[config.mk]
export PLATFORM = sky130hd
export DESIGN_NAME = id_stage
export DESIGN_NICKNAME = d
export VERILOG_FILES = /design/src/design/id_stage_pkg.sv /design/src/design/id_decoder.sv /design/src/design/operand_forward.sv /design/src/design/reg_file.sv /design/src/design/id_ex_reg.sv /design/src/design/id_stage.sv
export VERILOG_INCLUDE_DIRS = /design/src /design/src/include
export SDC_FILE = /design/constraint.sdc
export NUM_CORES = 2
export LEC_CHECK = 0
export ABC_AREA = 1
export BUFFER_PORTS_ARGS = -buffer_cell sky130_fd_sc_hd__buf_4
export CAP_MARGIN = 20
export CORE_ASPECT_RATIO = 1.1
export CORE_MARGIN = 2
export CORE_UTILIZATION = 28
export CTS_BUF_LIST = sky130_fd_sc_hd__clkbuf_2 sky130_fd_sc_hd__clkbuf_4 sky130_fd_sc_hd__clkbuf_8
export CTS_CLUSTER_DIAMETER = 60
export DETAILED_ROUTE_END_ITERATION = 8
export PLACE_DENSITY = 0.46
export SLEW_MARGIN = 20
export SYNTH_ARGS = -nofsm -noshare
export SYNTH_HDL_FRONTEND = slang
export SYNTH_SLANG_ARGS = --single-unit
[constraint.sdc]
create_clock -name clk -period 5.8 [get_ports clk]
set_input_delay 1.16 -clock clk [delete_from_list [all_inputs] [get_ports clk]]
set_output_delay 1.16 -clock clk [all_outputs]
set_load 0.01 [all_outputs]
[src/include/id_stage_cfg.svh]
`ifndef ID_STAGE_CFG_SVH
`define ID_STAGE_CFG_SVH

`define ID_DATA_WIDTH      32
`define ID_REG_ADDR_WIDTH  5
`define ID_INST_WIDTH      32
`define ID_ALUOP_WIDTH     8
`define ID_ALUSEL_WIDTH    3

// the primary opcode sits in bits 31..26.
`define ID_OP_SPECIAL  6'b000000
`define ID_OP_ORI      6'b001101
`define ID_OP_ANDI     6'b001100
`define ID_OP_XORI     6'b001110
`define ID_OP_LUI      6'b001111
`define ID_OP_SLTI     6'b001010
`define ID_OP_SLTIU    6'b001011
`define ID_OP_ADDI     6'b001000
`define ID_OP_ADDIU    6'b001001

// the function field of SPECIAL sits in bits 5..0.
`define ID_FN_OR    6'b100101
`define ID_FN_AND   6'b100100
`define ID_FN_XOR   6'b100110
`define ID_FN_NOR   6'b100111
`define ID_FN_SLL   6'b000000
`define ID_FN_SRL   6'b000010
`define ID_FN_SRA   6'b000011
`define ID_FN_SLLV  6'b000100
`define ID_FN_SRLV  6'b000110
`define ID_FN_SRAV  6'b000111
`define ID_FN_SLT   6'b101010
`define ID_FN_SLTU  6'b101011
`define ID_FN_ADD   6'b100000
`define ID_FN_ADDU  6'b100001
`define ID_FN_SUB   6'b100010
`define ID_FN_SUBU  6'b100011

`define ID_ALUOP_NOP    8'b00000000
`define ID_ALUOP_OR     8'b00100101
`define ID_ALUOP_AND    8'b00100100
`define ID_ALUOP_XOR    8'b00100110
`define ID_ALUOP_NOR    8'b00100111
`define ID_ALUOP_SLL    8'b01111100
`define ID_ALUOP_SRL    8'b00000010
`define ID_ALUOP_SRA    8'b00000011
`define ID_ALUOP_SLT    8'b00101010
`define ID_ALUOP_SLTU   8'b00101011
`define ID_ALUOP_ADD    8'b00100000
`define ID_ALUOP_ADDU   8'b00100001
`define ID_ALUOP_SUB    8'b00100010
`define ID_ALUOP_SUBU   8'b00100011
`define ID_ALUOP_ADDI   8'b01010101
`define ID_ALUOP_ADDIU  8'b01010110

`define ID_ALUSEL_NOP         3'b000
`define ID_ALUSEL_LOGIC       3'b001
`define ID_ALUSEL_SHIFT       3'b010
`define ID_ALUSEL_ARITHMETIC  3'b100

`endif

[src/design/id_stage_pkg.sv]
`default_nettype none

`include "id_stage_cfg.svh"

package id_stage_pkg;

    typedef logic [`ID_INST_WIDTH-1:0]     inst_t;
    typedef logic [`ID_DATA_WIDTH-1:0]     data_t;
    typedef logic [`ID_REG_ADDR_WIDTH-1:0] reg_addr_t;
    typedef logic [`ID_ALUOP_WIDTH-1:0]    aluop_t;
    typedef logic [`ID_ALUSEL_WIDTH-1:0]   alusel_t;

    // a register write serves the write-back port and both forward paths.
    typedef struct packed {
        logic      en;
        reg_addr_t addr;
        data_t     data;
    } reg_write_t;

    typedef struct packed {
        logic      rd_en1;
        logic      rd_en2;
        reg_addr_t rd_addr1;
        reg_addr_t rd_addr2;
        logic      wr_en;
        reg_addr_t wr_addr;
        data_t     imm;
        aluop_t    aluop;
        alusel_t   alusel;
    } decoded_t;

    typedef struct packed {
        aluop_t    aluop;
        alusel_t   alusel;
        data_t     operand1;
        data_t     operand2;
        logic      wr_en;
        reg_addr_t wr_addr;
    } id_ex_t;

endpackage

`default_nettype wire

[src/design/id_decoder.sv]
`timescale 1ns/1ps
`default_nettype none

`include "id_stage_cfg.svh"

module id_decoder
    import id_stage_pkg::*;
(
    input  inst_t    inst,
    output decoded_t dec
);

    logic [5:0]  opcode;
    reg_addr_t   rs;
    reg_addr_t   rt;
    reg_addr_t   rd;
    logic [4:0]  shamt;
    logic [5:0]  funct;
    logic [15:0] im;

    aluop_t  fn_aluop;
    alusel_t fn_alusel;
    logic    fn_valid;
    logic    fn_shamt;
    logic    imm_form;

    assign opcode = inst[31:26];
    assign rs     = inst[25:21];
    assign rt     = inst[20:16];
    assign rd     = inst[15:11];
    assign shamt  = inst[10:6];
    assign funct  = inst[5:0];
    assign im     = inst[15:0];

    // the three shifts by constant take their amount from the shamt field.
    assign fn_shamt = (funct == `ID_FN_SLL) || (funct == `ID_FN_SRL) || (funct == `ID_FN_SRA);

    always_comb begin
        fn_valid = 1'b1;
        {fn_aluop, fn_alusel} = {`ID_ALUOP_NOP, `ID_ALUSEL_NOP};
        case (funct)
            `ID_FN_OR:   {fn_aluop, fn_alusel} = {`ID_ALUOP_OR, `ID_ALUSEL_LOGIC};
            `ID_FN_AND:  {fn_aluop, fn_alusel} = {`ID_ALUOP_AND, `ID_ALUSEL_LOGIC};
            `ID_FN_XOR:  {fn_aluop, fn_alusel} = {`ID_ALUOP_XOR, `ID_ALUSEL_LOGIC};
            `ID_FN_NOR:  {fn_aluop, fn_alusel} = {`ID_ALUOP_NOR, `ID_ALUSEL_LOGIC};
            `ID_FN_SLL:  {fn_aluop, fn_alusel} = {`ID_ALUOP_SLL, `ID_ALUSEL_SHIFT};
            `ID_FN_SRL:  {fn_aluop, fn_alusel} = {`ID_ALUOP_SRL, `ID_ALUSEL_SHIFT};
            `ID_FN_SRA:  {fn_aluop, fn_alusel} = {`ID_ALUOP_SRA, `ID_ALUSEL_SHIFT};
            `ID_FN_SLLV: {fn_aluop, fn_alusel} = {`ID_ALUOP_SLL, `ID_ALUSEL_SHIFT};
            `ID_FN_SRLV: {fn_aluop, fn_alusel} = {`ID_ALUOP_SRL, `ID_ALUSEL_SHIFT};
            `ID_FN_SRAV: {fn_aluop, fn_alusel} = {`ID_ALUOP_SRA, `ID_ALUSEL_SHIFT};
            `ID_FN_SLT:  {fn_aluop, fn_alusel} = {`ID_ALUOP_SLT, `ID_ALUSEL_ARITHMETIC};
            `ID_FN_SLTU: {fn_aluop, fn_alusel} = {`ID_ALUOP_SLTU, `ID_ALUSEL_ARITHMETIC};
            `ID_FN_ADD:  {fn_aluop, fn_alusel} = {`ID_ALUOP_ADD, `ID_ALUSEL_ARITHMETIC};
            `ID_FN_ADDU: {fn_aluop, fn_alusel} = {`ID_ALUOP_ADDU, `ID_ALUSEL_ARITHMETIC};
            `ID_FN_SUB:  {fn_aluop, fn_alusel} = {`ID_ALUOP_SUB, `ID_ALUSEL_ARITHMETIC};
            `ID_FN_SUBU: {fn_aluop, fn_alusel} = {`ID_ALUOP_SUBU, `ID_ALUSEL_ARITHMETIC};
            default:     fn_valid = 1'b0;
        endcase
    end

    always_comb begin
        dec          = '0;
        dec.rd_addr1 = rs;
        dec.rd_addr2 = rt;
        dec.aluop    = `ID_ALUOP_NOP;
        dec.alusel   = `ID_ALUSEL_NOP;
        imm_form     = 1'b1;
        case (opcode)
            `ID_OP_SPECIAL: begin
                imm_form = 1'b0;
                // constant shifts need rs zero, every other register form needs shamt zero.
                if (fn_valid && (fn_shamt ? (rs == '0) : (shamt == '0))) begin
                    dec.aluop   = fn_aluop;
                    dec.alusel  = fn_alusel;
                    dec.rd_en1  = !fn_shamt;
                    dec.rd_en2  = 1'b1;
                    dec.wr_en   = 1'b1;
                    dec.wr_addr = rd;
                    dec.imm     = fn_shamt ? data_t'(shamt) : '0;
                end
            end
            `ID_OP_ORI: begin
                {dec.aluop, dec.alusel} = {`ID_ALUOP_OR, `ID_ALUSEL_LOGIC};
                dec.imm = data_t'(im);
            end
            `ID_OP_ANDI: begin
                {dec.aluop, dec.alusel} = {`ID_ALUOP_AND, `ID_ALUSEL_LOGIC};
                dec.imm = data_t'(im);
            end
            `ID_OP_XORI: begin
                {dec.aluop, dec.alusel} = {`ID_ALUOP_XOR, `ID_ALUSEL_LOGIC};
                dec.imm = data_t'(im);
            end
            `ID_OP_LUI: begin
                {dec.aluop, dec.alusel} = {`ID_ALUOP_OR, `ID_ALUSEL_LOGIC};
                dec.imm = {im, 16'h0000};
            end
            `ID_OP_SLTI: begin
                {dec.aluop, dec.alusel} = {`ID_ALUOP_SLT, `ID_ALUSEL_ARITHMETIC};
                dec.imm = {{16{im[15]}}, im};
            end
            `ID_OP_SLTIU: begin
                {dec.aluop, dec.alusel} = {`ID_ALUOP_SLTU, `ID_ALUSEL_ARITHMETIC};
                dec.imm = {{16{im[15]}}, im};
            end
            `ID_OP_ADDI: begin
                {dec.aluop, dec.alusel} = {`ID_ALUOP_ADDI, `ID_ALUSEL_ARITHMETIC};
                dec.imm = {{16{im[15]}}, im};
            end
            `ID_OP_ADDIU: begin
                {dec.aluop, dec.alusel} = {`ID_ALUOP_ADDIU, `ID_ALUSEL_ARITHMETIC};
                dec.imm = {{16{im[15]}}, im};
            end
            default: imm_form = 1'b0;
        endcase

        // immediate forms all read rs and write rt.
        if (imm_form) begin
            dec.rd_en1  = 1'b1;
            dec.wr_en   = 1'b1;
            dec.wr_addr = rt;
        end
    end

endmodule

`default_nettype wire

[src/design/operand_forward.sv]
`timescale 1ns/1ps
`default_nettype none

module operand_forward
    import id_stage_pkg::*;
(
    input  logic       rd_en,
    input  reg_addr_t  rd_addr,
    input  data_t      imm,
    input  data_t      rf_data,
    input  reg_write_t ex_fwd,
    input  reg_write_t mem_fwd,
    output data_t      operand
);

    // register 0 is hard wired, so a result aimed at it is never forwarded.
    function automatic logic fwd_hit(reg_write_t fwd, reg_addr_t addr);
        return fwd.en && (fwd.addr != '0) && (fwd.addr == addr);
    endfunction

    always_comb begin
        if (!rd_en) begin
            operand = imm;
        end else if (fwd_hit(ex_fwd, rd_addr)) begin
            operand = ex_fwd.data;
        end else if (fwd_hit(mem_fwd, rd_addr)) begin
            operand = mem_fwd.data;
        end else begin
            operand = rf_data;
        end
    end

endmodule

`default_nettype wire

[src/design/reg_file.sv]
`timescale 1ns/1ps
`default_nettype none

module reg_file
    import id_stage_pkg::*;
(
    input  logic       clk,
    input  logic       rst_n,
    input  reg_addr_t  rd_addr1,
    input  reg_addr_t  rd_addr2,
    output data_t      rd_data1,
    output data_t      rd_data2,
    input  reg_write_t wr
);

    // register 0 has no storage.
    data_t regs [1:31];

    always_ff @(posedge clk) begin
        if (!rst_n) begin
            for (int i = 1; i < 32; i++) begin
                regs[i] <= '0;
            end
        end else if (wr.en && (wr.addr != '0)) begin
            regs[wr.addr] <= wr.data;
        end
    end

    // a read of the register being written returns the new value in the same cycle.
    assign rd_data1 = (rd_addr1 == '0)                 ? '0      :
                      (wr.en && (wr.addr == rd_addr1)) ? wr.data :
                                                         regs[rd_addr1];

    assign rd_data2 = (rd_addr2 == '0)                 ? '0      :
                      (wr.en && (wr.addr == rd_addr2)) ? wr.data :
                                                         regs[rd_addr2];

endmodule

`default_nettype wire

[src/design/id_ex_reg.sv]
`timescale 1ns/1ps
`default_nettype none

`include "id_stage_cfg.svh"

module id_ex_reg
    import id_stage_pkg::*;
(
    input  logic     clk,
    input  logic     rst_n,
    input  decoded_t dec,
    input  data_t    operand1,
    input  data_t    operand2,
    output id_ex_t   id_ex
);

    always_ff @(posedge clk) begin
        if (!rst_n) begin
            id_ex.aluop    <= `ID_ALUOP_NOP;
            id_ex.alusel   <= `ID_ALUSEL_NOP;
            id_ex.operand1 <= '0;
            id_ex.operand2 <= '0;
            id_ex.wr_en    <= 1'b0;
            id_ex.wr_addr  <= '0;
        end else begin
            id_ex.aluop    <= dec.aluop;
            id_ex.alusel   <= dec.alusel;
            id_ex.operand1 <= operand1;
            id_ex.operand2 <= operand2;
            id_ex.wr_en    <= dec.wr_en;
            id_ex.wr_addr  <= dec.wr_addr;
        end
    end

endmodule

`default_nettype wire

[src/design/id_stage.sv]
`timescale 1ns/1ps
`default_nettype none

module id_stage
    import id_stage_pkg::*;
(
    input  logic       clk,
    input  logic       rst_n,
    input  inst_t      inst,
    input  reg_write_t wb_write,
    input  reg_write_t ex_fwd,
    input  reg_write_t mem_fwd,
    output id_ex_t     id_ex
);

    decoded_t dec;
    data_t    rf_data1;
    data_t    rf_data2;
    data_t    operand1;
    data_t    operand2;

    id_decoder decoder_i (
        .inst (inst),
        .dec  (dec)
    );

    reg_file reg_file_i (
        .clk      (clk),
        .rst_n    (rst_n),
        .rd_addr1 (dec.rd_addr1),
        .rd_addr2 (dec.rd_addr2),
        .rd_data1 (rf_data1),
        .rd_data2 (rf_data2),
        .wr       (wb_write)
    );

    operand_forward fwd1_i (
        .rd_en   (dec.rd_en1),
        .rd_addr (dec.rd_addr1),
        .imm     (dec.imm),
        .rf_data (rf_data1),
        .ex_fwd  (ex_fwd),
        .mem_fwd (mem_fwd),
        .operand (operand1)
    );

    operand_forward fwd2_i (
        .rd_en   (dec.rd_en2),
        .rd_addr (dec.rd_addr2),
        .imm     (dec.imm),
        .rf_data (rf_data2),
        .ex_fwd  (ex_fwd),
        .mem_fwd (mem_fwd),
        .operand (operand2)
    );

    id_ex_reg id_ex_reg_i (
        .clk      (clk),
        .rst_n    (rst_n),
        .dec      (dec),
        .operand1 (operand1),
        .operand2 (operand2),
        .id_ex    (id_ex)
    );

endmodule

`default_nettype wire

==> metrics <==
CTS Sinks 1103; Pint 13.6 mW; first-pass GRT wire length ~390 mm; post-synthesis cell count just under 8000; RSZ-0062 raised after global routing false; Simple-Gate Fraction of Synth Area a little over a quarter; post-synthesis register bit count 1103; period utilization about 56%; most frequent cells in the layout nor2_1, nand2_1, edfxtp_1; post-cts repair resize count 0; Reg power frac a little under half; Seq/Total Area, Yosys between 50% and 60%; gp weighted congestion around 0.91; placed cell areas ~0.066 mm2; Max Cap Viol 0; CP Capture Type register; flop2flop setup slack 3.69 ns; R2R Path Start reg_file_i.regs[31][29]; hold_buf cts 0; number of distinct library cells after synthesis between 40 and 50; slowest stage delay, CP approximately 0.6 ns; hold path depth 1; hold path start wb_write[5]; Gate power share 14.2%; number of global-route vias before repair 54600; max frequency slightly above 0.3 GHz; Iter 0 DRT Violations between 6000 and 7000; clk buf depth 3; delay-heaviest family, CP simple AND/OR/NAND/NOR gates; GRT Residual Overflow 0; CTS tree built; slowest CP cell nand2_2; CTS Buf Count slightly below 200; CORE AREA roughly 0.22 mm2; Hold WC Path Type in2reg; largest net degree at the start of global routing ~160; cells along the critical path buf_4 > nor3_1 > nand2_1 > nand3_1 > inv_1 > nand3_1 > inv_1 > nand2_1 > buf_4 > nand2_2 > buf_12; total iterations of the first detailed-routing run 5; DRT antenna net count 0; switching power approximately 5.9 mW; port bufs between 200 and 250; Worst-Skew Late Latency ~0.95 ns; Starting Density between 20% and 30%; min Tclk post-route between 3 and 4 ns; CP max FO 33; CTS root buffer clkbuf_8; Worst Tran Pin Value just over 1 ns; CP required about 6.5 ns; Die Y 496 um; Net Sw Frac between 30% and 40%; cell leakage power ~28 nW; commonest non-fill, non-tap cell in the layout nor2_1; adder-cell share of the synthesized area 0%; largest family of logic cells by synthesized area simple AND/OR/NAND/NOR gates; dpl hpwl 165 mm; Setup violations, final 0; register area ~0.032 mm2; fin. max-slew vios 0; Total GRT Usage about a quarter; die width ~450 um; P per Cell Area ~280 mW/mm2; Layout Nets ~7900; clock network power share a little under two fifths; post-CTS setup repair buffer count 0; yosys warns 0; final WL between 200 and 300 mm; Worst-path clk slew roughly 0.060 ns; DRC 0; Vias 57600; Post-Synth XOR/XNOR Area less than 1%; share of layout cells above drive strength 1 10.1%; max FFs per register around 1000; Fin. Hold Viols 0; routed len/inst between 20 and 30 um; Slew HR between 30% and 40%; initial antenna violation count 5; Die ar. around 0.22 mm2; R2R cell count 12; Fin Setup TNS 0 ns; kind of critical path in2reg; # fillers between 20000 and 25000; Arr. time, crit path just under 4 ns; FF-to-FF End id_ex_reg_i.id_ex[35]; Hold EP reg_file_i.regs[0][5]; status complete, no violations; Compound-Gate Fraction of Synth Area between 10% and 20%; Via density between 5 and 6; clock skew 0.0398 ns; post-route cell area 0.0697 mm2; FP Rows 180; Multi-input gate area roughly 0.025 mm2; Buf/Inv on CP 5; Layout Area Growth over Synthesis 13.2%; CP Launch Type input port; mapped cell area a little over 0.06 mm2; mux cell area share after synthesis less than 1%; Top Ports roughly 230; Peak VDD IR about 180 uV; Synth Area per Inst between 7 and 8 um2; H-Tree Depth 4
## cells in the mapped netlist (all sizes together)
cell / instances / share of area (%)
nand2: 1694 / 10
nor2: 1670 / 10
edfxtp: 1024 / 50
nand3: 702 / 5.7
o21ai: 598 / 4.9
inv: 463 / 2.8
a21oi: 460 / 3.7
buf: 375 / 3.1
clkbuf: 297 / 1.8
o211ai: 260 / 3.2
dfxtp: 79 / 2.6
or2: 20 / 0.20
o22ai: 18 / 0.18
nand4: 17 / 0.17
nor3: 17 / 0.16
o221ai: 17 / 0.24
xor2: 16 / 0.23
mux2i: 11 / 0.18
xnor2: 6 / 0.085
nor4: 5 / 0.085
a31oi: 4 / 0.041
nand3b: 4 / 0.049
clkinv: 2 / 0.012
nor3b: 2 / 0.024
a21boi: 1 / 0.012
a31o: 1 / 0.014
a41oi: 1 / 0.014
and2: 1 / 0.010
conb: 1 / 0.0061
## logic make-up (layout without fill, tap and decap cells)
group | after synthesis | count (layout)
muxes | 11 | 11
buffers and inverters | 1137 | 1218
AOI/OAI and AO/OA | 1360 | 1360
DFF | 1103 | 1103
xor gates and xnor gates | 22 | 22
other | 1 | 35
and+or+nand+nor | 4132 | 4132
## worst reg2reg max path, cell delays in order, from the launching register on
cell and delay [ns]:
edfxtp_1 0.41, inv_1 0.09, nand2_1 0.05, o211ai_1 0.12
nand3_1 0.11, nand2_1 0.16, nand3_1 0.36, nand2_1 0.27
nand2_1 0.08, nand2_1 0.10, nand2_1 0.06, nand2_1 0.10
a21oi_1 0.07
## per-layer routing
metal	global-route usage [%]	vias to the layer above	wire [um]
met5	0	-	0
met4	8.87	0	9850
met3	4.36	547	25200
met2	38.7	3169	127000
met1	31.5	28200	113000
li1	-	25800	-
## how the worst max path moves through the flow
stage / startpoint / cells after the start / endpoint / slack [ns]
after floorplan: wb_write[34] / 10 / reg_file_i.regs[26][0] / 2.44
after global placement: wb_write[34] / 10 / reg_file_i.regs[8][25] / 1.59
after detailed placement: wb_write[34] / 10 / reg_file_i.regs[8][25] / 1.57
after CTS: wb_write[34] / 10 / reg_file_i.regs[31][9] / 2.62
after global routing: wb_write[34] / 11 / reg_file_i.regs[11][22] / 2.54
final: wb_write[34] / 11 / reg_file_i.regs[11][17] / 2.55
## stage by stage
step	power [mW]	setup WS, ns	util [%]	hold WS (ns)	instances
after floorplan	11.0	2.44	-	0.781	7798
after global placement	12.1	1.59	30.1	0.976	10400
after detailed placement	12.2	1.57	30.1	0.957	10400
after CTS	19.6	2.62	31.9	0.312	10800
after global routing	20.1	2.54	31.9	0.361	10800
final	19.5	2.55	31.9	0.413	10800
## power by group through the flow
| stage | clock network [mW] | registers (mW) | logic [mW] |
|---|---|---|---|
| floorplan | 0 | 9.41 | 1.55 |
| global placement | 0 | 9.45 | 2.69 |
| detailed placement | 0 | 9.46 | 2.70 |
| CTS | 7.55 | 9.30 | 2.71 |
| global route | 7.83 | 9.34 | 2.96 |
| finish | 7.41 | 9.30 | 2.76 |
## area by class of cell
cell class | instances | share of cell area (%)
Sequential cell | 1103 | 46.4
Multi-Input combinational cell | 5558 | 35.5
Tap cell | 2912 | 5.23
Timing Repair Buffer | 404 | 4.93
Clock buffer | 265 | 4.67
Inverter | 465 | 2.54
Clock inverter | 84 | 0.761
Antenna cell | 2 | 0.00718
Note: power is estimated with default switching activity, not from simulation.
